==> src/hdl/fb_cfg.svh <==
// display timing and framebuffer settings for 640x480 at the pixel clock
// the line row must stay inside the framebuffer height
// all sizes in pixels or lines
`ifndef FB_CFG_SVH
`define FB_CFG_SVH

// screen coordinate width, signed
`define FB_CORDW 16

// horizontal timing in pixels
`define FB_H_ACTIVE 640
`define FB_H_FP     16   // front porch
`define FB_H_SYNC   96
`define FB_H_BP     48   // back porch

// vertical timing in lines
`define FB_V_ACTIVE 480
`define FB_V_FP     10
`define FB_V_SYNC   2
`define FB_V_BP     33

// framebuffer, one bit per pixel
`define FB_WIDTH  160
`define FB_HEIGHT 120
`define FB_LINE_Y 60     // half of FB_HEIGHT

`define FB_COLR_BITS 4   // per VGA channel

`endif
==> src/hdl/fb_pkg.sv <==
// shared types for the framebuffer line demo
// address width follows the framebuffer size in the cfg header
`default_nettype none

`include "fb_cfg.svh"

package fb_pkg;

    // signed screen coordinate, negative during blanking
    typedef logic signed [`FB_CORDW-1:0] coord_t;

    // linear framebuffer address, row major
    typedef logic [$clog2(`FB_WIDTH * `FB_HEIGHT)-1:0] fb_addr_t;

    // line drawer states
    typedef enum logic [1:0] {
        DRAW_IDLE,   // waiting for frame start
        DRAW_RUN,    // writing the row
        DRAW_DONE    // parked until reset
    } draw_state_t;

endpackage

`default_nettype wire

==> src/hdl/fb_scanout.sv <==
// reads the framebuffer in raster order and drives the VGA pins
// framebuffer sits unscaled in the top-left corner, rest is black
// outputs lag the input coordinates and syncs by two cycles
`default_nettype none

`include "fb_cfg.svh"

module fb_scanout (
    input  wire logic                     clk_pix,
    input  wire logic                     arst_n,
    input  wire fb_pkg::coord_t           sx,
    input  wire fb_pkg::coord_t           sy,
    input  wire logic                     hsync,
    input  wire logic                     vsync,
    input  wire logic                     frame,
    output fb_pkg::fb_addr_t              addr_read,
    input  wire logic                     colr_read,  // pixel bit from RAM
    output logic                          vga_hsync,
    output logic                          vga_vsync,
    output logic [`FB_COLR_BITS-1:0]      vga_r,
    output logic [`FB_COLR_BITS-1:0]      vga_g,
    output logic [`FB_COLR_BITS-1:0]      vga_b
);
    import fb_pkg::*;

    localparam coord_t FB_W = coord_t'(`FB_WIDTH);
    localparam coord_t FB_H = coord_t'(`FB_HEIGHT);
    localparam logic [`FB_COLR_BITS-1:0] COLR_FULL = '1;

    logic paint;     // pixel inside framebuffer area
    logic paint_p1;  // aligned with RAM data
    logic hsync_p1;
    logic vsync_p1;
    logic pix_on;

    always_comb begin
        paint = (sy >= 0) && (sy < FB_H) && (sx >= 0) && (sx < FB_W);
    end

    // read address, address 0 needs no lookahead
    always_ff @(posedge clk_pix or negedge arst_n) begin
        if (!arst_n) begin
            addr_read <= '0;
        end else if (frame) begin
            addr_read <= '0;  // back to origin
        end else if (paint) begin
            addr_read <= addr_read + 1'b1;
        end
    end

    // match the one-cycle RAM read
    always_ff @(posedge clk_pix or negedge arst_n) begin
        if (!arst_n) begin
            paint_p1 <= 1'b0;
            hsync_p1 <= 1'b1;
            vsync_p1 <= 1'b1;
        end else begin
            paint_p1 <= paint;
            hsync_p1 <= hsync;
            vsync_p1 <= vsync;
        end
    end

    assign pix_on = paint_p1 && colr_read;  // white only inside the area

    // output registers
    always_ff @(posedge clk_pix or negedge arst_n) begin
        if (!arst_n) begin
            vga_hsync <= 1'b1;
            vga_vsync <= 1'b1;
            vga_r     <= '0;
            vga_g     <= '0;
            vga_b     <= '0;
        end else begin
            vga_hsync <= hsync_p1;
            vga_vsync <= vsync_p1;
            vga_r     <= pix_on ? COLR_FULL : '0;
            vga_g     <= pix_on ? COLR_FULL : '0;
            vga_b     <= pix_on ? COLR_FULL : '0;
        end
    end

endmodule

`default_nettype wire

==> config.mk <==
export PLATFORM = sky130hd
export DESIGN_NAME = fb_scanout
export DESIGN_NICKNAME = d
export VERILOG_FILES = /design/src/hdl/fb_pkg.sv /design/src/hdl/fb_scanout.sv
export VERILOG_INCLUDE_DIRS = /design/src /design/src/hdl
export SDC_FILE = /design/constraint.sdc
export NUM_CORES = 1
export LEC_CHECK = 0
export BUFFER_PORTS_ARGS = -buffer_cell sky130_fd_sc_hd__buf_2
export CAP_MARGIN = 20
export CORE_ASPECT_RATIO = 0.7
export CORE_MARGIN = 5
export CORE_UTILIZATION = 38
export CTS_CLUSTER_DIAMETER = 80
export DETAILED_ROUTE_END_ITERATION = 12
export GPL_TIMING_DRIVEN = 0
export PLACE_DENSITY = 0.74
export SLEW_MARGIN = 20
export SYNTH_ARGS = -nofsm -noshare
export SYNTH_HDL_FRONTEND = slang
export SYNTH_SLANG_ARGS = --single-unit
export TNS_END_PERCENT = 30
==> constraint.sdc <==
create_clock -name clk_pix -period 1.5 [get_ports clk_pix]
set_clock_uncertainty 0.15 [all_clocks]
set_input_delay 0.15 -clock clk_pix [delete_from_list [all_inputs] [get_ports clk_pix]]
set_output_delay 0.15 -clock clk_pix [all_outputs]
set_load 0.02 [all_outputs]
=== Word level (Yosys, flattened, before mapping) ===
Index checks and enable logic that the tools add are counted.

* Word-level logic and storage cells: 20
* Register bits: 24
* Input bits: 38
* Output and inout bits: 29

* Reduce and logical (&&, ||, !) cells: 5
* Mux-type cells: 3
* $add $sub $neg: 1
* Order comparisons: 4

{| class="wikitable"
|+ Operator list
! kind !! count
|-
| $ge A16 B1 Y1 const B || 2
|-
| $mux W15 || 2
|-
| $lt A16 B8 Y1 const B || 1
|-
| $lt A16 B9 Y1 const B || 1
|-
| $add A15 B1 Y15 const B || 1
|-
| $logic_and A1 B1 Y1 || 4
|-
| $mux W4 || 1
|-
| $reduce_bool A2 Y1 || 1
|}

=== Longest topological paths before layout ===
* Depth in word-level cells: 6
* Mapped depth: 6
* Depth with buffers taken out: 5

=== Worst setup path before layout ===
No wires, ideal clock.

* Path type: flip-flop to flip-flop
* Start point: register addr_read[3]
* End point: register addr_read[14]
* Required time: 1.218 ns
* Stages on the path, launching flop included: 7
* Buffers on the path: 1
* Library setup time: 0.132 ns
* Data arrival time: 1.482 ns
* Clock period less this slack: 1.764 ns
* Setup slack: -0.264 ns
* Cell sequence: dfrtp_1 > and4_1 > clkbuf_1 > nand3_1 > nor4_2 > xnor2_1 > nor2_1

* Longest elaborated chain between the ends: 3

{| class="wikitable"
|+ RTL lines
! element !! line !! RTL
|-
| start: declaration || fb_scanout.sv:16 || <nowiki>output fb_pkg::fb_addr_t addr_read,</nowiki>
|-
| start signal: assignment || fb_scanout.sv:47 || <nowiki>addr_read <= addr_read + 1'b1;</nowiki>
|-
| $add A15 B1 Y15 || fb_scanout.sv:47 ||
|-
| $mux W15 || fb_scanout.sv:46 || <nowiki>end else if (paint) begin</nowiki>
|-
| $mux W15 || fb_scanout.sv:44 || <nowiki>end else if (frame) begin</nowiki>
|}

Every way passes these cells. The select of a mux whose other input is x is not followed.
A chain may end at the register's enable or synchronous reset.

=== Worst setup path after layout ===
* Start point: register addr_read[5]
* End point: register addr_read[12]

Same word-level chain as after synthesis.

==> out/metrics.csv <==
metric,value,unit
status,"complete, but fails checks",
violated checks,setup timing,
Clock Latency Late Sink,0.26,ns
CP endpoint kind,flop,
die area,4170,um^2
clock root cell,clkbuf_8,
final net count,228,
number of max-cap violations,0,
gr ovfl total,0,
DIE WIDTH,75.1,um
Setup Viol. Count Final,7,
setup ws final,-0.129,ns
worst vdd ir,0.595,mV
FP Rows,16,
fin crit period,1.63,ns
post-synthesis sequential area ratio,0.471,
"Arr. time, crit path",1.61,ns
die extent in y,55.6,um
Clock Path Buffers,2,
routed vias,1107,
vias in the first global route,1124,
hold slack,0.208,ns
drt pass-1 iters,4,
gr usage total,0.171,
Least-Margin Pin Slew,0.476,ns
Synth Register Bits,21,
yosys warns,0,
Post-synth top cells,"dfrtp_1 (17), nor2_1 (14), buf_4 (11), xnor2_1 (11), nand3_1 (9)",
crit-path max FO,5,
cell with the most instances after synthesis,dfrtp_1,
dpl cell area,1490,um^2
total wire length,3.46,mm
post-synth top area share,0.377,
fin crit share,1.09,
Final Wtd Congestion,0.829,
max-slew violation count,0,
Mapped Avg Cell Area,10.2,um^2
Num CTS Buffers,3,
largest net degree at the start of global routing,22,
Final Cell Area,1830,um^2
async set-or-reset flop fraction in the synthesized netlist,1.00,
pwr dens,563,nW/um^2
H-tree levels,1,
largest cells by area after synthesis,"dfrtp_1 (38%), dfstp_2 (9.3%), xnor2_1 (8.5%)",
critical path type,flop to flop,
Min-Delay Path Class,flop to flop,
CTS sink count,21,
syn nets,149,
Crit path required time,1.48,ns
relative slew slack,0.683,
Synth area leader,dfrtp_1,
drt initial violations,54,
Syn Std Cell Area,1130,um^2
share of layout cells above drive strength 1,0.665,
# diodes,0,
Vias/cell,4.94,
initial antenna violation count,0,
Detail Route Antenna Nets,0,
final HPWL from detailed placement,2.39,mm
area grow syn2layout,62.2,%
Fin. Hold Viols,0,
Post-Syn Instances,110,
Core ar.,2820,um^2
Leak Pwr,0.000920,uW
"Top FF cell, synth",dfrtp_1,
"Distinct cells, synth",27,
number of synthesized flops with an enable pin,0,
Fmax,614,MHz
I/O Buffers,58,
io pins,67,
CTS tree,done,
DRC violations left,0,
first-pass GRT wire length,5.61,mm
wire per inst,15.4,um
Worst-path clk slew,0.08,ns
RSZ-0062 raised after global routing,true,
critical path launch point type,flop,
Initial Util,0.399,
==> worst max-delay path, stage by stage (launching register included) <==
cell     delay (ns)
dfrtp_2        0.37
and4_4         0.23
buf_8          0.12
nand3_4        0.11
nor4_4         0.32
xnor2_1        0.15
nor2_1         0.05
==> logic make-up (layout without fill, tap and decap cells) <==
family | count (synthesis) | in the layout | share of synthesized area
AO/OA/AOI/OAI | 7 | 7 | 0.0366
flip-flops | 21 | 21 | 0.471
XOR/XNOR | 11 | 11 | 0.0855
AND/OR/NAND/NOR | 49 | 49 | 0.275
adder cells (fa/ha/maj) | 1 | 1 | 0.0111
buffers and inverters | 20 | 98 | 0.111
multiplexers | 1 | 1 | 0.00999
==> area by class of cell <==
cell class	count	area (um^2)
buffer	15	124
clock buffer	3	41.3
clock inverter	1	7.51
fill	226	995
inverter	5	18.8
multi-input combinational	69	622
sequential	21	543
tap	36	45.0
timing repair buffer	74	427
==> final timing paths <==
| path | depth (start not counted) | slack (ns) | from | to |
|---|---|---|---|---|
| setup / recovery | 6 | -0.13 | addr_read[5]$_DFFE_PN0P_ | addr_read[12]$_DFFE_PN0P_ |
| setup reg to reg | 6 | -0.13 | addr_read[5]$_DFFE_PN0P_ | addr_read[12]$_DFFE_PN0P_ |
| min in group asynchronous | 2 | 0.23 | arst_n | addr_read[13]$_DFFE_PN0P_ |
| hold / removal | 0 | 0.21 | hsync_p1$_DFF_PN1_ | vga_hsync$_DFF_PN1_ |
| hold reg to reg | 0 | 0.21 | hsync_p1$_DFF_PN1_ | vga_hsync$_DFF_PN1_ |
| max in group asynchronous | 2 | 0.62 | arst_n | addr_read[8]$_DFFE_PN0P_ |
==> layer usage <==
metal	wire length [um]	up-vias	track usage
li1	-	527	-
met1	1340	544	0.213
met2	1910	30	0.300
met3	163	6	0.0451
met4	44	0	0.0203
met5	0	-	0
==> per-stage QoR <==
step | setup WS, ns | utilization | TNS, ns | instances | total power (uW)
final | -0.129 | 0.648 | -0.282 | 224 | 1030
after global routing | -0.171 | 0.648 | -1.07 | 224 | 1090
after global placement | -0.327 | 0.526 | -2.77 | 204 | 654
after detailed placement | -0.346 | 0.526 | -3.44 | 204 | 657
after CTS | -0.101 | 0.606 | -0.385 | 220 | 1050
after floorplan | -0.0419 | - | -0.266 | 110 | 601
==> flip-flops by register name, summed over array words and instances (netlist names) <==
register and flops:
addr_read 15, vga_vsync 1, vga_hsync 1, vsync_p1 1, paint_p1 1, hsync_p1 1, vga_r 1
==> power breakdown <==
part	leakage [uW]	switching [uW]	total, uW	internal [uW]
logic	0.000635	43.0	84.8	41.8
clock network	0.0000217	181	368	187
registers	0.000263	1.28	577	575
total	0.000920	225	1030	804
==> placed cells by master (no fill, tap or decap), types with 4 or more instances in the layout <==
cell type	n
xnor2_1	10
nand3_1	4
dlygate4sd3_1	5
nor4_4	6
nor2_1	14
dfrtp_1	7
inv_1	5
buf_4	21
dfstp_2	4
dfrtp_2	10
buf_2	58
==> repair_timing <==
item                                    in CTS  in global routing
endpoints found under the hold margin       23                  0
endpoints found under the setup margin       9                 25
setup buffers                                7                  4
resized for setup                           12                 19
hold buffers                                 5                  0
pin swaps                                    7                 13
No activity file was read; power rests on OpenSTA's default activity.
