File: config.mk
export PLATFORM = sky130hd
export DESIGN_NAME = line_drawer
export DESIGN_NICKNAME = d
export VERILOG_FILES = /design/src/hdl/fb_pkg.sv /design/src/hdl/line_drawer.sv
export VERILOG_INCLUDE_DIRS = /design/src /design/src/hdl
export SDC_FILE = /design/constraint.sdc
export NUM_CORES = 1
export LEC_CHECK = 0
export CAP_MARGIN = 20
export CORE_ASPECT_RATIO = 0.8
export CORE_MARGIN = 4
export CORE_UTILIZATION = 25
export CTS_CLUSTER_SIZE = 14
export DETAILED_ROUTE_END_ITERATION = 10
export DONT_BUFFER_PORTS = 1
export PLACE_DENSITY = 0.42
export SLEW_MARGIN = 20
export SYNTH_ARGS = -nofsm -noshare
export SYNTH_HDL_FRONTEND = slang
export SYNTH_SLANG_ARGS = --single-unit
File: constraint.sdc
create_clock -name clk_pix -period 3.3 [get_ports clk_pix]
set_clock_uncertainty 0.05 [all_clocks]
set_input_delay 0.495 -clock clk_pix [delete_from_list [all_inputs] [get_ports clk_pix]]
set_output_delay 0.495 -clock clk_pix [all_outputs]
set_load 0.01 [all_outputs]
File: src/hdl/fb_cfg.svh
// display timing and framebuffer settings for 640x480 at the pixel clock
// the line row must stay inside the framebuffer height
// all sizes in pixels or lines
`ifndef FB_CFG_SVH
`define FB_CFG_SVH

// screen coordinate width, signed
`define FB_CORDW 16

// horizontal timing in pixels
`define FB_H_ACTIVE 640
`define FB_H_FP     16   // front porch
`define FB_H_SYNC   96
`define FB_H_BP     48   // back porch

// vertical timing in lines
`define FB_V_ACTIVE 480
`define FB_V_FP     10
`define FB_V_SYNC   2
`define FB_V_BP     33

// framebuffer, one bit per pixel
`define FB_WIDTH  160
`define FB_HEIGHT 120
`define FB_LINE_Y 60     // half of FB_HEIGHT

`define FB_COLR_BITS 4   // per VGA channel

`endif
File: src/hdl/fb_pkg.sv
// shared types for the framebuffer line demo
// address width follows the framebuffer size in the cfg header
`default_nettype none

`include "fb_cfg.svh"

package fb_pkg;

    // signed screen coordinate, negative during blanking
    typedef logic signed [`FB_CORDW-1:0] coord_t;

    // linear framebuffer address, row major
    typedef logic [$clog2(`FB_WIDTH * `FB_HEIGHT)-1:0] fb_addr_t;

    // line drawer states
    typedef enum logic [1:0] {
        DRAW_IDLE,   // waiting for frame start
        DRAW_RUN,    // writing the row
        DRAW_DONE    // parked until reset
    } draw_state_t;

endpackage

`default_nettype wire

File: src/hdl/line_drawer.sv
// draws one full framebuffer row at FB_LINE_Y, once per reset
// starts on the first frame strobe, then idles in DRAW_DONE
`default_nettype none

`include "fb_cfg.svh"

module line_drawer (
    input  wire logic        clk_pix,
    input  wire logic        arst_n,
    input  wire logic        frame,       // frame start strobe
    output logic             we,
    output fb_pkg::fb_addr_t addr_write,
    output logic             colr_write
);
    import fb_pkg::*;

    localparam int     CNTW     = $clog2(`FB_WIDTH);
    localparam fb_addr_t ROW_BASE = fb_addr_t'(`FB_LINE_Y * `FB_WIDTH);  // first pixel
    localparam logic [CNTW-1:0] LAST_COL = CNTW'(`FB_WIDTH - 1);

    draw_state_t     state;
    logic [CNTW-1:0] cnt_draw;  // column being written

    always_ff @(posedge clk_pix or negedge arst_n) begin
        if (!arst_n) begin
            state      <= DRAW_IDLE;
            we         <= 1'b0;
            addr_write <= '0;
            colr_write <= 1'b0;
            cnt_draw   <= '0;
        end else begin
            case (state)
                DRAW_IDLE: begin
                    if (frame) begin
                        we         <= 1'b1;  // first write next cycle
                        colr_write <= 1'b1;  // pixel on
                        addr_write <= ROW_BASE;
                        cnt_draw   <= '0;
                        state      <= DRAW_RUN;
                    end
                end
                DRAW_RUN: begin
                    if (cnt_draw < LAST_COL) begin
                        addr_write <= addr_write + 1'b1;
                        cnt_draw   <= cnt_draw + 1'b1;
                    end else begin
                        we    <= 1'b0;  // row complete
                        state <= DRAW_DONE;
                    end
                end
                DRAW_DONE: begin
                    we <= 1'b0;  // stays here until reset
                end
                default: begin
                    we    <= 1'b0;
                    state <= DRAW_DONE;
                end
            endcase
        end
    end

endmodule

`default_nettype wire

Yosys cells after proc, flatten, opt, wreduce, memory -nomap -nowiden

Cells that the tools add are included.

Flip-flop bits (word level): 27
Input bits: 3
Output and inout bits: 17
Word-level logic and storage cells: 32

$add $sub $neg: 2
Magnitude comparators: 1
Equality and inequality tests: 5
Multiplexer cells: 12
Bitwise operators: 1
Reduce and logical (&&, ||, !) cells: 6

Operator list:

| kind                  | count |
|---|---|
| $mux 15               | 2 |
| $pmux 15 s2           | 1 |
| $mux 8                | 2 |
| $pmux 8 s2            | 1 |
| $add 15x1->15 const B | 1 |
| $add 8x1->8 const B   | 1 |
| $lt 8x8->1 const B    | 1 |
| $ne 2x2->1 const B    | 3 |
| $pmux 2 s3            | 1 |
| $reduce_and 3->1      | 2 |
| $mux 2                | 2 |
| $reduce_and 2->1      | 2 |
| $eq 2x1->1 const B    | 1 |
| $eq 2x2->1 const B    | 1 |
| $logic_not 2->1       | 1 |
| $mux 1                | 2 |
| $pmux 1 s2            | 1 |
| $reduce_bool 2->1     | 1 |
| $not 1->1             | 1 |

Depth between registers and ports, before layout

Depth after elaboration: 3
Gate-level depth with buffers: 7
Gate-level depth less buffers: 6

Worst setup path after synthesis

No wires, ideal clock.

Kind: reg2reg
Start: register cnt_draw[0]
End: register addr_write[6]
Library setup time: 0.122 ns
Data arrival time: 1.495 ns
Data required time: 3.128 ns
Setup slack: 1.634 ns
Cell stages (with the launch flop): 6
Path buffers: 0
Clock period less this slack: 1.666 ns
Path through: dfrtp_1 ha_1 nand4_1 a211oi_1 inv_1 a32o_1

Cells in the longest elaborated chain, start to end: 3

RTL lines:

| element                    | RTL line          | RTL |
|---|---|---|
| start, declared            | line_drawer.sv:22 | `logic [CNTW-1:0] cnt_draw;` |
| start signal, assigned     | line_drawer.sv:45 | `cnt_draw <= cnt_draw + 1'b1;` |
| $lt 8x8->1                 | line_drawer.sv:43 | `if (cnt_draw < LAST_COL) begin` |
| $ne 2x2->1 (no line)       | n/a               |  |
| $reduce_and 3->1 (no line) | n/a               |  |
| end signal, assigned       | line_drawer.sv:44 | `addr_write <= addr_write + 1'b1;` |
| end, declared              | line_drawer.sv:12 | `output fb_pkg::fb_addr_t addr_write,` |

Every way passes these cells.
A chain may end at the register's enable or synchronous reset.

Worst setup path in the final report

Same ends and word-level chain as after synthesis.

==> summary.md <==
| Metric | Value |
|---|---|
| Post-cts sizing count | `0` |
| Syn Area/Cell | `9.25 sq um` |
| Status | `complete, no violations` |
| Reg2reg start | `cnt_draw[0]$_DFFE_PN0P_` |
| DR vias/cell | `5.41` |
| Flop pwr share | `53.0%` |
| Cells on worst reg2reg path | `6` |
| Initial antenna violation count | `0` |
| Min-Delay Path Depth | `2` |
| Die Area | `6650 sq um` |
| P_leak | `0.630 nW` |
| Net Count, Synth | `151` |
| Final setup vio count | `0` |
| Flop and latch count out of synthesis | `27` |
| Period utilization | `66.4%` |
| Worst hold endpoint | `cnt_draw[6]$_DFFE_PN0P_` |
| RSZ-0062 raised after global routing | `false` |
| Vias | `1136` |
| Clock power frac | `22.4%` |
| R2R setup slack | `1.11 ns` |
| Wirelength per Cell | `15.6 microns` |
| Die Height | `73.7 microns` |
| Total core area | `5120 sq um` |
| Routed Antenna Nets | `0` |
| Fillers | `557` |
| Area Growth Syn to Fin | `10.5%` |
| Top-Level Pins | `20` |
| Clk_lat worst skew | `0.27 ns` |
| WP data arrival | `2.31 ns` |
| Worst Tran Pin Value | `0.650 ns` |
| Clk slew on worst S/H paths | `0.10 ns` |
| Setup TNS Final | `0 ns` |
| H-Tree Depth | `1` |
| Grt ovf | `0` |
| Drt first pass iters | `4` |
| Hold WC Path Type | `in -> reg` |
| Hold Vio Cnt, Final | `0` |
| FP Rows | `23` |
| Max-cap viol count | `0` |
| Endpoint type of the worst setup path | `flip-flop` |
| Starting Density | `26.4%` |
| WL final | `3.27 mm` |
| Post-route non-filler standard cell count | `210` |
| Post-Syn Instances | `146` |
| Crit-path max FO | `9` |
| Total setup buffers inserted after CTS | `0` |
| Post-Syn Area | `1350 sq um` |
| Total clock buffers created by CTS | `3` |
| Min cycle time layout | `2.19 ns` |
| Peak VDD IR | `0.000235 V` |
| First-pass GRT wire length | `5.31 mm` |
| Switching power of the nets | `0.000314 W` |
| Fraction of layout cells with a size suffix above 1 | `7.43%` |
| Slew margin rel. | `56.6%` |
| WS Path Type | `reg -> reg` |
| CTS max path bufs | `2` |
| Fmax achieved | `456 MHz` |
| Reg-to-Reg End | `addr_write[6]$_DFFE_PN0P_` |
| Worst Hold Launch | `frame` |
| Power, Total | `0.000845 W` |
| Sequential cell area fraction in the yosys report | `50.0%` |
| Hold_buf cts | `2` |
| Number of remaining DRC errors | `0` |
| Hpwl dp | `2.34 mm` |
| PD cells | `567 nW/um^2` |
| Internal power | `0.000532 W` |
| Pin count of the biggest net entering global routing | `28` |
| Buffers on Ports | `0` |
| Vias in the first global route | `1030` |
| # nets final | `154` |
| Ant diodes | `0` |
| Net Sw Frac | `37.1%` |
| Die X | `90.2 microns` |
| Startpoint Class | `flip-flop` |
| Number of DRC markers in iteration 0 | `71` |
| Placed insts | `204` |
| RePlAce Congestion | `0.790` |
| Worst hold slack | `0.490 ns` |
| YS warnings | `0` |
| Gate power share | `24.5%` |
| Pins Over Slew Limit | `0` |
| WP data required | `3.41 ns` |
| GRT Total Usage | `10.0%` |
| CTS Sinks | `27` |
| Distinct cell type count of the synthesized netlist | `30` |
| Clock Root Buffer | `clkbuf_8` |
| CTS tree | `yes` |
[layout make-up]
| class | count | area, sq um | area share (%) |
|---|---|---|---|
| flip-flops and latches | 27 | 676 | 45.3 |
| clock inverters | 1 | 5.00 | 0.336 |
| multi-input cells | 111 | 643 | 43.1 |
| clock buffers | 3 | 41.3 | 2.77 |
| well taps | 62 | 77.6 | 5.20 |
| inverters | 3 | 11.3 | 0.755 |
| repair buffers | 3 | 37.5 | 2.52 |
[cell usage in the layout (no fill, tap or decap), types with 2 or more instances in the layout]
cell	synthesis	final
dfrtp_1	27	27
nand2_1	21	21
o21ai_0	21	21
nor2_1	11	11
nand3_1	8	8
nand4_1	6	6
and3_1	5	5
a21oi_1	6	5
inv_1	3	3
a31oi_1	3	3
o31ai_1	3	3
mux2i_1	3	3
clkbuf_8	0	3
nor3b_1	2	2
a211oi_1	2	2
nand2b_1	2	2
or2_2	2	2
or3_1	2	2
o41ai_1	2	2
and2_1	2	2
ha_1	2	2
[routing by layer]
layer	up-vias	GRT usage, %	routed length [microns]
met2	49	14.3	1280
li1	533	-	-
met4	0	1.53	10
met3	2	4.40	372
met1	552	14.2	1600
met5	-	0	0
[flip-flops by register name (all words and copies together), names as in the netlist]
| name | count |
|---|---|
| addr_write | 15 |
| cnt_draw | 8 |
| colr_write | 1 |
| state | 2 |
| we | 1 |
[synthesized netlist by cell type]
| master | count | share of area [%] |
|---|---|---|
| nand3_1 | 8 | 3.0 |
| a211o_1 | 1 | 0.65 |
| o21ai_0 | 21 | 7.8 |
| clkbuf_1 | 1 | 0.28 |
| a21o_1 | 1 | 0.56 |
| or2_2 | 2 | 0.93 |
| nor4b_4 | 1 | 1.8 |
| or4_1 | 1 | 0.56 |
| a31oi_1 | 3 | 1.4 |
| nor2_1 | 11 | 3.1 |
| nand2_1 | 21 | 5.8 |
| a31o_2 | 1 | 0.65 |
| a32o_1 | 1 | 0.74 |
| inv_1 | 3 | 0.83 |
| or3_1 | 2 | 0.93 |
| a41oi_1 | 1 | 0.65 |
| a211oi_1 | 2 | 1.1 |
| and3_1 | 5 | 2.3 |
| a21oi_1 | 6 | 2.2 |
| and2_1 | 2 | 0.93 |
| nand2b_1 | 2 | 0.93 |
| nor2b_1 | 1 | 0.46 |
| o41ai_1 | 2 | 1.3 |
| nor3b_1 | 2 | 1.1 |
| dfrtp_1 | 27 | 50 |
| ha_1 | 2 | 1.9 |
| buf_2 | 4 | 1.5 |
| nand4_1 | 6 | 2.8 |
| o31ai_1 | 3 | 1.7 |
| mux2i_1 | 3 | 2.2 |
[metrics by stage]
stage	util [%]	worst slack, ns	instance area (sq um)
5_1_grt	29.1	0.940	1490
3_3_place_gp	27.6	1.13	1410
3_5_place_dp	27.6	1.09	1410
4_1_cts	29.0	1.07	1490
2_1_floorplan	-	1.63	1350
6_report	29.1	1.11	1490
[how the worst max path moves through the flow]
stage | startpoint | endpoint | slack, ns | cells past startpoint
global placement | cnt_draw[0]$_DFFE_PN0P_ | addr_write[7]$_DFFE_PN0P_ | 1.13 | 5
global route | cnt_draw[0]$_DFFE_PN0P_ | addr_write[6]$_DFFE_PN0P_ | 0.94 | 6
detailed placement | cnt_draw[0]$_DFFE_PN0P_ | addr_write[7]$_DFFE_PN0P_ | 1.09 | 5
floorplan | cnt_draw[0]$_DFFE_PN0P_ | addr_write[6]$_DFFE_PN0P_ | 1.63 | 5
CTS | cnt_draw[0]$_DFFE_PN0P_ | addr_write[7]$_DFFE_PN0P_ | 1.07 | 5
finish | cnt_draw[0]$_DFFE_PN0P_ | addr_write[6]$_DFFE_PN0P_ | 1.11 | 6
[logic make-up (layout without fill, tap and decap cells)]
group | after synthesis | in the layout | share of synthesized area (%)
and+or+nand+nor | 64 | 64 | 24.6
adders and majority gates | 2 | 2 | 1.85
buffers and inverters | 8 | 10 | 2.59
AOI/OAI and AO/OA | 42 | 42 | 18.7
DFF | 27 | 27 | 50.0
muxes | 3 | 3 | 2.22
[worst max-delay path, stage by stage (launching register included)]
cell	delay [ns]
dfrtp_1	0.43
ha_1	0.24
nand4_1	0.21
a211oi_1	0.53
buf_4	0.27
inv_1	0.12
a32o_1	0.24
[power groups by stage]
stage / Sequential [W] / Combinational, W / Clock, W
after floorplan: 0.000437 / 0.000157 / 0
after global placement: 0.000455 / 0.000195 / 0
after detailed placement: 0.000455 / 0.000196 / 0
after CTS: 0.000448 / 0.000208 / 0.000202
after global routing: 0.000460 / 0.000242 / 0.000213
final: 0.000448 / 0.000208 / 0.000190
Note: power is estimated with default switching activity, not from simulation.
