**src/hdl/fb_cfg.svh**
```systemverilog
// display timing and framebuffer settings for 640x480 at the pixel clock
// the line row must stay inside the framebuffer height
// all sizes in pixels or lines
`ifndef FB_CFG_SVH
`define FB_CFG_SVH

// screen coordinate width, signed
`define FB_CORDW 16

// horizontal timing in pixels
`define FB_H_ACTIVE 640
`define FB_H_FP     16   // front porch
`define FB_H_SYNC   96
`define FB_H_BP     48   // back porch

// vertical timing in lines
`define FB_V_ACTIVE 480
`define FB_V_FP     10
`define FB_V_SYNC   2
`define FB_V_BP     33

// framebuffer, one bit per pixel
`define FB_WIDTH  160
`define FB_HEIGHT 120
`define FB_LINE_Y 60     // half of FB_HEIGHT

`define FB_COLR_BITS 4   // per VGA channel

`endif
```
**src/hdl/fb_pkg.sv**
```systemverilog
// shared types for the framebuffer line demo
// address width follows the framebuffer size in the cfg header
`default_nettype none

`include "fb_cfg.svh"

package fb_pkg;

    // signed screen coordinate, negative during blanking
    typedef logic signed [`FB_CORDW-1:0] coord_t;

    // linear framebuffer address, row major
    typedef logic [$clog2(`FB_WIDTH * `FB_HEIGHT)-1:0] fb_addr_t;

    // line drawer states
    typedef enum logic [1:0] {
        DRAW_IDLE,   // waiting for frame start
        DRAW_RUN,    // writing the row
        DRAW_DONE    // parked until reset
    } draw_state_t;

endpackage

`default_nettype wire

```
**src/hdl/display_timing.sv**
```systemverilog
// 640x480 timing, counters start in front porch and end at last active pixel
// all outputs registered, one cycle behind the counters
// syncs active low
`default_nettype none

`include "fb_cfg.svh"

module display_timing (
    input  wire logic      clk_pix,
    input  wire logic      arst_n,
    output fb_pkg::coord_t sx,      // horizontal position
    output fb_pkg::coord_t sy,      // vertical position
    output logic           hsync,
    output logic           vsync,
    output logic           frame    // one cycle at frame origin
);
    import fb_pkg::*;

    // horizontal: front porch, sync, back porch, then active from 0
    localparam coord_t H_STA  = coord_t'(-(`FB_H_FP + `FB_H_SYNC + `FB_H_BP));
    localparam coord_t HS_STA = coord_t'(H_STA + `FB_H_FP);   // sync start
    localparam coord_t HS_END = coord_t'(HS_STA + `FB_H_SYNC - 1);
    localparam coord_t H_END  = coord_t'(`FB_H_ACTIVE - 1);

    // vertical, same order
    localparam coord_t V_STA  = coord_t'(-(`FB_V_FP + `FB_V_SYNC + `FB_V_BP));
    localparam coord_t VS_STA = coord_t'(V_STA + `FB_V_FP);
    localparam coord_t VS_END = coord_t'(VS_STA + `FB_V_SYNC - 1);
    localparam coord_t V_END  = coord_t'(`FB_V_ACTIVE - 1);

    coord_t h_cnt;  // raw counters
    coord_t v_cnt;

    // counters, vertical steps on horizontal wrap
    always_ff @(posedge clk_pix or negedge arst_n) begin
        if (!arst_n) begin
            h_cnt <= H_STA;
            v_cnt <= V_STA;
        end else begin
            if (h_cnt == H_END) begin
                h_cnt <= H_STA;
                if (v_cnt == V_END) begin
                    v_cnt <= V_STA;  // next frame
                end else begin
                    v_cnt <= v_cnt + coord_t'(1);
                end
            end else begin
                h_cnt <= h_cnt + coord_t'(1);
            end
        end
    end

    // decode and register
    always_ff @(posedge clk_pix or negedge arst_n) begin
        if (!arst_n) begin
            sx    <= H_STA;
            sy    <= V_STA;
            hsync <= 1'b1;  // inactive
            vsync <= 1'b1;
            frame <= 1'b0;
        end else begin
            sx    <= h_cnt;
            sy    <= v_cnt;
            hsync <= ~(h_cnt >= HS_STA && h_cnt <= HS_END);
            vsync <= ~(v_cnt >= VS_STA && v_cnt <= VS_END);
            frame <= (h_cnt == H_STA) && (v_cnt == V_STA);  // deep in vblank
        end
    end

endmodule

`default_nettype wire

```
**config.mk**
```make
export PLATFORM = sky130hd
export DESIGN_NAME = display_timing
export DESIGN_NICKNAME = d
export VERILOG_FILES = /design/src/hdl/fb_pkg.sv /design/src/hdl/display_timing.sv
export VERILOG_INCLUDE_DIRS = /design/src /design/src/hdl
export SDC_FILE = /design/constraint.sdc
export NUM_CORES = 1
export LEC_CHECK = 0
export ABC_AREA = 0
export BUFFER_PORTS_ARGS = -buffer_cell sky130_fd_sc_hd__buf_2
export CELL_PAD_IN_SITES_DETAIL_PLACEMENT = 2
export CELL_PAD_IN_SITES_GLOBAL_PLACEMENT = 2
export CORE_UTILIZATION = 41
export CTS_CLUSTER_SIZE = 10
export DETAILED_ROUTE_END_ITERATION = 7
export HOLD_SLACK_MARGIN = 0.03
export PLACE_DENSITY_LB_ADDON = 0.25
export SETUP_SLACK_MARGIN = 0.4
export SLEW_MARGIN = 10
export SYNTH_ARGS = -nofsm -noshare
export SYNTH_HDL_FRONTEND = slang
export SYNTH_SLANG_ARGS = --single-unit
export TNS_END_PERCENT = 10
```
**constraint.sdc**
```tcl
create_clock -name clk_pix -period 5.3 [get_ports clk_pix]
set_input_delay 0.53 -clock clk_pix [delete_from_list [all_inputs] [get_ports clk_pix]]
set_output_delay 0.53 -clock clk_pix [all_outputs]
set_load 0.005 [all_outputs]
```
# ---- Word-level counts from Yosys, hierarchy flattened
# Cells that the tools add are included.
dict set report word_totals {
  reg_bits 67
  latchBits 0
  mem_bits_rw 0
  rom_bits 0
  input_bits 2
  output_inout_bits 35
  elab_cells 24
  n_memories 0
}
dict set report classes {
  add_sub_neg 2
  mul 0
  div 0
  magnitude_cmp 4
  n_eq_ne 4
  n_shift 0
  muxes 2
  bitwise_logic 2
  reduce_logical 3
}
# op count
set ops {}
lappend ops {{16-bit by 2-bit adder with 16-bit output (second input constant)} 2}
lappend ops {{16-bit by 7-bit less-or-equal comparator with 1-bit output (second input constant)} 2}
lappend ops {{16-bit two-way mux} 2}
lappend ops {{16-bit by 10-bit equality test with 1-bit output (second input constant)} 1}
lappend ops {{16-bit by 11-bit equality test with 1-bit output (second input constant)} 1}
lappend ops {{16-bit by 7-bit equality test with 1-bit output (second input constant)} 1}
lappend ops {{16-bit by 9-bit equality test with 1-bit output (second input constant)} 1}
lappend ops {{16-bit by 7-bit greater-or-equal comparator with 1-bit output (second input constant)} 1}
lappend ops {{16-bit by 9-bit greater-or-equal comparator with 1-bit output (second input constant)} 1}
lappend ops {{1-bit logical AND} 3}
lappend ops {{1-bit NOT} 2}

# ---- Logic depth before layout (Yosys ltp)
# Gate-level depths: netlist (run 1).
dict set report logic_depth {
  depth_word 3
  depth_mapped 7
  depth_no_buf 5
}

# ---- Worst setup path before layout (run 1)
# Ideal clock, no wire load.
dict set report synth_path {
  kind {flip-flop to flip-flop}
  from {register h_cnt[0]}
  to {register v_cnt[5]}
  setup_ps 78
  t_arrival_ps 1742
  required_time_ps 5222
  setup_slack_ps 3480
  path_stages_with_launch 6
  n_path_buf 0
  synth_period_minus_slack_ps 1820
  path_cell_list {dfrtp_1 -> ha_1 -> nand4_4 -> or4_1 -> or3_1 -> a21boi_1}
}
dict set report synth_between {
  elab_chain_len 1
}
# element line_no
set synth_lines {}
lappend synth_lines {{start, declared} display_timing.sv:31} ;# coord_t h_cnt;
lappend synth_lines {{start signal, assigned} display_timing.sv:48} ;# h_cnt <= h_cnt + coord_t'(1);
lappend synth_lines {{16-bit by 11-bit equality test with 1-bit output} display_timing.sv:40} ;# if (h_cnt == H_END) begin
lappend synth_lines {{end signal, assigned} display_timing.sv:45} ;# v_cnt <= v_cnt + coord_t'(1);
lappend synth_lines {{end, declared} display_timing.sv:32} ;# coord_t v_cnt;
# No other way between the ends.
# A chain may end at the register's enable or synchronous reset.

# ---- Worst setup path in the final report (run 1)
dict set report layout_path {
  from {register h_cnt[5]}
  to {register v_cnt[7]}
}
# The elaborated chain is that of the path after synthesis.

==> impl_results.md, run 1 <==
- Worst path arrival time: around 2.3 ns
- Minimum clock period: 2.04 ns
- Synth Instances: 232
- PostCTS Resize Cnt: 0
- Clock net sink count: 67
- Peak supply drop: 0.152 mV
- WL final: ~7 mm
- Final setup fails: 0
- CTS tree: done
- Vias in the first global route: 2261
- Power Dens Cells: 290 mW/mm2
- Hold slack: about 0.37 ns
- Final Util: 50.5%
- Vias: 2053
- Peak fanout along the critical path: 9
- Area growth syn-to-layout: 16.2%
- Worst r2r src: h_cnt[5]$_DFF_PN1_
- Vias per cell: between 5 and 6
- PortBufs: 36
- Worst hold path type: in -> async
- Syn Nets: 240
- Latest clock arrival within the worst-skew pair: 0.34 ns
- Num ports: 37
- Setup crit end kind: register
- Final worst path period share: about two fifths
- H-tree depth reported by CTS: 3
- Filler instances: 662
- Status: complete, no violations
- Placeable Area: about 0.0065 mm2
- Final instance area: 0.00330 mm2
- Routed Antenna Nets: 0
- Final Max Slew Viols: 0
- Clock skew after layout: 0.00971 ns
- Largest net degree at the start of global routing: 68
- Die X-Extent: 85.2 um
- FF+latch count, synth: 67
- Cts hold-fix bufs: 0
- Startpoint types: register
- Sequential-to-total area share from yosys stat: 61.2%
- RSZ-0062 raised after global routing: false
- Worst-Margin Slew: between 0.8 and 0.9 ns
- FFs w/ async S/R, synth: 100%
- Mean Syn Cell Area: 12.2 um2
- Cell area after synthesis: between 0.002 and 0.003 mm2
- Slew HR: around 46%
- Yosys warns: 0
- Layout cells sized above 1: between 30% and 40%
- Post-CTS Setup Inserts: 0
- GRT Total Usage: roughly 22%
- Lkg Pwr: 0.00136 uW
- Nets: approximately 280
- Final GP Congestion: 0.851
- EDFF count, synth: 0
- Dpl cell area: 0.00310 mm2
- Initial antenna violation count: 0
- Site Rows: 29
- Most frequent cells in the layout: 48 x dfstp_2, 36 x buf_2, 22 x nand3_1
- Synth top area share: roughly 44%
- Setup TNS: 0 ns
- Die Y: 85.2 um
- Crit path required time: between 5 and 6 ns
- R2r endpoint: v_cnt[7]$_DFFE_PN1P_
- Clock Path Buffers: 2
- Yosys cell types: 44
- CTS Buf Count: 9
- Maxcap violations: 0
- Worst R2R Setup Slack: 3.26 ns
- Ant. Diodes: 0
- Fin. Hold Viols: 0
- Commonest non-fill, non-tap cell in the layout: dfstp_2
- Starting Density: a little over two fifths
- DRC: 0
- Global-route wire length before repair: 11.7 mm
- Reg2Reg Depth: 4
- GRT overflow: 0
- First DRT Iteration DRCs: 112
- Crit Path Category: reg -> reg
- Top FF cell, synth: dfstp_2
- Detail Placement HPWL: 4.76 mm
- Largest cells by area after synthesis: dfstp_2 44%, dfrtp_1 17%, nand3_1 3.9%, xnor2_1 3.1%, ha_1 2.6%
- Die Area: 0.00726 mm2
- Clock slew seen by the registers of the worst setup and hold paths: 0.07 ns
- Clock root cell: clkbuf_8
- Wire length per cell: 19.5 um
- TritonRoute pass-1 iters: 4
- Biggest area consumer among synthesized cells: dfstp_2
- Fmax: 0.490 GHz
-- metrics by stage --
| stage | setup WS (ns) | power (uW) | instances |
|---|---|---|---|
| 2_1_floorplan | 3.48 | 521 | 232 |
| 3_3_place_gp | 3.34 | 532 | 342 |
| 3_5_place_dp | 3.28 | 532 | 342 |
| 4_1_cts | 3.24 | 971 | 358 |
| 5_1_grt | 3.07 | 988 | 358 |
| 6_report | 3.26 | 955 | 358 |
-- state kept, by name, summed over array words and instances, names as in the netlist --
signal  cells
hsync       1
frame       1
vsync       1
sy         16
v_cnt      16
sx         16
h_cnt      16
-- worst max-delay path by stage --
| stage | start | endpoint | slack (ns) | cells past startpoint |
|---|---|---|---|---|
| finish | h_cnt[5]$_DFF_PN1_ | v_cnt[7]$_DFFE_PN1P_ | 3.26 | 4 |
| global route | h_cnt[0]$_DFF_PN0_ | v_cnt[3]$_DFFE_PN0P_ | 3.07 | 5 |
| CTS | h_cnt[0]$_DFF_PN0_ | v_cnt[5]$_DFFE_PN0P_ | 3.24 | 5 |
| detailed placement | h_cnt[0]$_DFF_PN0_ | v_cnt[5]$_DFFE_PN0P_ | 3.28 | 5 |
| global placement | h_cnt[0]$_DFF_PN0_ | v_cnt[5]$_DFFE_PN0P_ | 3.34 | 5 |
| floorplan | h_cnt[0]$_DFF_PN0_ | v_cnt[5]$_DFFE_PN0P_ | 3.48 | 5 |
-- per-layer routing --
| layer | routed length, um | part of all wire, % | global-route usage (%) | vias up |
|---|---|---|---|---|
| met5 | 0 | 0 | 0 | - |
| met3 | 195 | 2.8 | 5.35 | 6 |
| met4 | 76 | 1.1 | 7.40 | 0 |
| li1 | - | - | - | 948 |
| met1 | 3350 | 48 | 29.3 | 1065 |
| met2 | 3380 | 48 | 34.1 | 34 |
-- cell type report --
type,instances,area [um2],share of cell area (%)
timing repair buffer,37,188,5.69
multi-input combinational,155,1050,31.9
sequential,67,1740,52.7
clock inverter,6,63.8,1.94
clock buffer,10,138,4.17
tap,77,96.3,2.92
inverter,6,22.5,0.683
-- cells by family (layout without fill, tap and decap cells) --
family	after synthesis	after routing	synth area share (%)
simple gates	104	104	22.3
flops	67	67	61.2
compound gates	29	29	7.10
xor+xnor	13	13	4.01
buf+inv	10	59	1.72
fa+ha+maj	6	6	2.65
mux	3	3	1.06
-- cell usage after synthesis, drive strengths merged (4+ instances only) --
master   n
a211oi   7
a31oi    4
and3     7
dfrtp   19
dfstp   48
ha       6
inv      6
nand2   16
nand3   22
nand4   14
nor2    11
nor3     9
nor4     4
nor4b    4
o21ai    4
or4      5
xnor2   10
-- critical path, cell delays in order (launching register included) --
cell     delay [ns]
dfstp_2        0.61
and3b_1        0.37
nand3_1        0.33
nor4_1         0.44
xor2_1         0.21
-- where the power goes --
part / total [uW] / switching, uW / internal, uW / leakage (uW)
Clock: 432 / 202 / 230 / 0.0000987
Sequential: 513 / 0 / 513 / 0.000747
Combinational: 9.92 / 9.19 / 0.730 / 0.000512
Note: power is estimated with default switching activity, not from simulation.
==> run 2, diff against run 1 <==
- CORE_UTILIZATION: 41 -> 38
- clock period: 5.3 -> 2 ns (I/O delays scaled with it)
==> run 2 against run 1 <==
Non-clock buffer count rose by 38. Count of clock-buffer cells in the layout is the same. Setup slack worse by 3.0 ns. Die area rose by 7.7%. Largest power group unchanged.
==> impl_results.md, run 2 (synthesis gave the netlist of run 1 again) <==
- Initial antenna violation count: 0
- Status: complete, no violations
- Clock slew seen by the registers of the worst setup and hold paths: 0.07 ns
- Startpoint types: register
- Placeable Area: 0.00725 mm2
- Ant. Diodes: 0
- Vias in the first global route: roughly 2400
- Vias: about 2300
- Fmax: 0.563 GHz
- Wire length per cell: between 15 and 20 um
- Final Max Slew Viols: 0
- CP max stage delay: 0.60 ns
- Lkg Pwr: 0.00156 uW
- Final Util: 51.0%
- CTS Buf Count: 9
- First DRT Iteration DRCs: 69
- GRT Total Usage: between 20% and 30%
- Final worst path period share: a little under 90%
- Num ports: 37
- Logic pwr share: 1.2%
- CP delay by family, top: simple AND/OR/NAND/NOR gates
- CP Cell Sequence: nand2_1, or4_4, or3_1, a21boi_1
- Fin. Hold Viols: 0
- WP depth: 4
- Maxcap violations: 0
- Power Dens Cells: 711 mW/mm2
- Most frequent cells in the layout: 48 x dfstp_2, 37 x buf_4, 36 x buf_2
- Clock skew after layout: 0.00621 ns
- Setup TNS: 0 ns
- Nets: 322
- Final GP Congestion: between 0.8 and 0.9
- PortBufs: 36
- Routed Antenna Nets: 0
- Peak supply drop: 0.409 mV
- Crit Path Category: reg -> reg
- Sw frac: 21.2%
- Crit path required time: between 2 and 2.5 ns
- Die X-Extent: 88.4 um
- Psw: 557 uW
- Reg2Reg Depth: 4
- GRT overflow: 0
- Setup crit end kind: register
- Die Area: 0.00782 mm2
- Clock root cell: clkbuf_8
- Global-route wire length before repair: between 10 and 15 mm
- H-tree depth reported by CTS: 3
- Detail Placement HPWL: around 5.3 mm
- CP bufs+invs: 0
- Clock power frac: 47.0%
- Worst hold path type: in -> async
- Starting Density: 39.1%
- Clock net sink count: 67
- Commonest non-fill, non-tap cell in the layout: dfstp_2
- Vias per cell: 5.38
- Latest clock arrival within the worst-skew pair: 0.35 ns
- Clock Path Buffers: 2
- Hold slack: 0.399 ns
- Worst-Margin Slew: between 0.3 and 0.4 ns
- TritonRoute pass-1 iters: 4
- Largest net degree at the start of global routing: 68
- CTS tree: done
- Layout cells sized above 1: a little over 50%
- Critical Path Slowest Stage Cell: dfstp_2
- WL final: 8.16 mm
- Site Rows: 31
- Area growth syn-to-layout: 30.3%
- Filler instances: 740
- RSZ-0062 raised after global routing: true
- Int Pwr: between 2000 and 2500 uW
- Seq pwr share: roughly 52%
- Peak fanout along the critical path: 7
- Die Y: 88.4 um
- Final setup fails: 0
- Minimum clock period: 1.78 ns
- Worst path arrival time: a little over 2 ns
- DRC: 0
- Slew HR: 74.9%
## run 2: through the flow
| step | worst slack [ns] | instances | power, uW | cell area [um2] |
|---|---|---|---|---|
| 2_1_floorplan | 0.250 | 232 | 1380 | 2850 |
| 3_3_place_gp | 0.159 | 383 | 1410 | 3290 |
| 3_5_place_dp | 0.0909 | 383 | 1410 | 3290 |
| 4_1_cts | 0.220 | 416 | 2670 | 3670 |
| 5_1_grt | 0.129 | 418 | 2720 | 3700 |
| 6_report | 0.225 | 418 | 2630 | 3700 |
## run 2: timing repair
| item | CTS | global route |
|---|---|---|
| buffers inserted | 16 | 2 |
| hold endpoints to repair | 19 | 0 |
| setup endpoints to repair | 28 | 26 |
| hold buffers | 1 | 0 |
| resized for setup | 10 | 6 |
| pin swaps | 5 | 3 |
## run 2: metal layers
| metal | wire (um) | part of all wire (%) | up-vias | global-route usage, % |
|---|---|---|---|---|
| met1 | 3710 | 46 | 1173 | 30.3 |
| met2 | 4060 | 50 | 40 | 36.9 |
| met4 | 108 | 1.3 | 0 | 7.33 |
| li1 | - | - | 1027 | - |
| met3 | 273 | 3.3 | 10 | 6.16 |
| met5 | 0 | 0 | - | 0 |
## run 2: final cells by class
class	count	area, um2	area share, %
multi-input cells	155	1100	29.9
clock inverters	6	87.6	2.37
well taps	99	124	3.35
inverters	6	22.5	0.609
flip-flops and latches	67	1740	47.1
clock buffers	10	128	3.45
repair buffers	75	488	13.2
## run 2: power by group through the flow
stage	combinational, uW	clock (uW)	sequential, uW
after floorplan	0.000344	0	1380
after global placement	31.3	0	1380
after detailed placement	32.5	0	1380
after CTS	33.9	1280	1360
after global routing	37.1	1330	1360
final	32.1	1240	1360
## run 2: worst paths after layout
path	from	end	slack (ns)
worst min register to register	v_cnt[0]$_DFFE_PN1P_	sy[0]$_DFF_PN1_	0.40
max in group asynchronous	arst_n	vsync$_DFF_PN1_	1.28
worst max register to register	v_cnt[1]$_DFFE_PN1P_	v_cnt[5]$_DFFE_PN0P_	0.22
min in group clk_pix	v_cnt[0]$_DFFE_PN1P_	sy[0]$_DFF_PN1_	0.40
worst max-delay path	v_cnt[1]$_DFFE_PN1P_	v_cnt[5]$_DFFE_PN0P_	0.22
worst min-delay path	arst_n	v_cnt[5]$_DFFE_PN0P_	0.40
## run 2: tightest hold or removal path: stages
cell	delay, ns
dlygate4sd3_1	0.51
buf_2	0.12
buf_12	0.31
==> run 3, diff against run 2 <==
- RECOVER_POWER: unset -> 25
==> run 3 against run 2 <==
First-iteration DRC count rose by 2.9%. Power fell by 0.19%. Setup slack got worse by 0.047 ns. Clock power barely moved. Largest cell class unchanged.
==> impl_results.md, run 3 (synthesis gave the netlist of run 1 again) <==
- Minimum clock period: ~1.8 ns
- Logic pwr share: 1.1%
- Final Util: 50.6%
- Clock slew seen by the registers of the worst setup and hold paths: 0.07 ns
- Initial antenna violation count: 0
- Vias: 2236
- Worst R2R Setup Slack: roughly 0.18 ns
- Reg2Reg Depth: 4
- Psw: roughly 560 uW
- Clock Path Buffers: 2
- Worst r2r src: h_cnt[8]$_DFF_PN1_
- Commonest non-fill, non-tap cell in the layout: dfstp_2
- Worst hold path type: reg -> reg
- Critical Path Sink: hsync$_DFF_PN1_
- Worst-Margin Slew: 0.903 ns
- Final Max Slew Viols: 0
- Clock root cell: clkbuf_8
- Wire length per cell: 19.5 um
- Peak supply drop: slightly above 0.4 mV
- Global-route wire length before repair: 12.9 mm
- Dpl cell area: 0.00329 mm2
- First DRT Iteration DRCs: about 70
- Worst path arrival time: ~2.1 ns
- GRT Total Usage: 23.0%
- Status: complete, no violations
- Worst setup startpoint: h_cnt[8]$_DFF_PN1_
- Layout cells sized above 1: a little under half
- Area growth syn-to-layout: 29.3%
- Final GP Congestion: 0.815
- Die Y: 88.4 um
- R2r endpoint: hsync$_DFF_PN1_
- Setup TNS: 0 ns
- Fin. Hold Viols: 0
- Vias in the first global route: ~2400
- Clock skew after layout: 0.00594 ns
- H-tree depth reported by CTS: 3
- TritonRoute pass-1 iters: 4
- Routed Antenna Nets: 0
- PortBufs: 36
- Ant. Diodes: 0
- Power Dens Cells: a little over 700 mW/mm2
- Startpoint types: register
- Largest net degree at the start of global routing: 68
- Setup crit end kind: register
- Final WS setup: between 0.15 and 0.2 ns
- Detail Placement HPWL: 5.32 mm
- Latest clock arrival within the worst-skew pair: 0.35 ns
- Starting Density: 39.1%
- DRC: 0
- Nets: 322
- Int Pwr: between 2000 and 2500 uW
- CTS tree: done
- WL final: 8.17 mm
- Power, Total: 2620 uW
- CTS Buf Count: 9
- Site Rows: 31
- Placeable Area: 0.00725 mm2
- Num ports: 37
- Maxcap violations: 0
- Peak fanout along the critical path: 7
- Vias per cell: 5.35
- Seq pwr share: about half
- Worst slack, placed: 0.0909 ns
- Fmax: between 0.5 and 0.6 GHz
- RSZ-0062 raised after global routing: true
- Final setup fails: 0
- GRT overflow: 0
- Final instance area: 0.00367 mm2
- Sw frac: 21.2%
- Slew HR: 39.8%
- Die Area: 0.00782 mm2
- Clock net sink count: 67
- Clock power frac: 47.1%
- Final worst path period share: 91.1%
- Most frequent cells in the layout: 38 x dfstp_2, 36 x buf_2, 34 x buf_4
- Crit path required time: 2.27 ns
- Crit Path Category: reg -> reg
- Lkg Pwr: 0.00155 uW
- Die X-Extent: 88.4 um
[run 3: cell types whose count changed in the layout (fill, tap and decap cells not counted), sizes merged]
cell and delta:
clkbuf +4, buf -4
[run 3: area by class of cell]
cell class	count	area, um2
tap	99	124
timing repair buffer	75	464
multi-input combinational	155	1100
fill	744	3580
sequential	67	1740
clock inverter	6	87.6
clock buffer	10	128
inverter	6	22.5
[run 3: power groups by stage]
| stage | Sequential (uW) | Combinational, uW | Clock (uW) |
|---|---|---|---|
| finish | 1360 | 28.6 | 1240 |
| global route | 1360 | 33.5 | 1330 |
| CTS | 1360 | 33.9 | 1280 |
| detailed placement | 1380 | 32.5 | 0 |
| global placement | 1380 | 31.3 | 0 |
| floorplan | 1380 | 0.000344 | 0 |
[run 3: routing by layer]
layer | vias up | part of all wire (%) | GRT usage, %
li1 | 1026 | - | -
met1 | 1171 | 46 | 30.3
met2 | 30 | 50 | 36.9
met3 | 9 | 2.7 | 6.16
met4 | 0 | 1.3 | 7.33
met5 | - | 0 | 0
[run 3: metrics by stage]
step	hold slack, ns	instances
3_3_place_gp	0.242	383
2_1_floorplan	-0.0956	232
5_1_grt	0.419	418
6_report	0.403	418
4_1_cts	0.404	416
3_5_place_dp	0.249	383
[run 3: worst min path at each step]
stage,from,to,cells past startpoint
after floorplan,arst_n,frame$_DFF_PN0_,0
after global placement,arst_n,sx[7]$_DFF_PN0_,2
after detailed placement,arst_n,sy[5]$_DFF_PN0_,2
after CTS,arst_n,sx[7]$_DFF_PN0_,3
after global routing,v_cnt[0]$_DFFE_PN1P_,sy[0]$_DFF_PN1_,0
final,v_cnt[0]$_DFFE_PN1P_,sy[0]$_DFF_PN1_,0
[run 3: what timing repair did]
| item | CTS | global route |
|---|---|---|
| pin swaps | 5 | 3 |
| hold buffers | 1 | 0 |
| endpoints found under the setup margin | 28 | 26 |
| hold endpoints to repair | 19 | 0 |
| cloned | 0 | 0 |
| setup buffers | 16 | 2 |
| gates resized for setup | 10 | 6 |
[run 3: worst max-delay path: stages, from the launching register on]
cell and delay, ns:
dfstp_1 0.69, and3_1 0.27, and3_2 0.26, nand4_1 0.17
or2_2 0.35
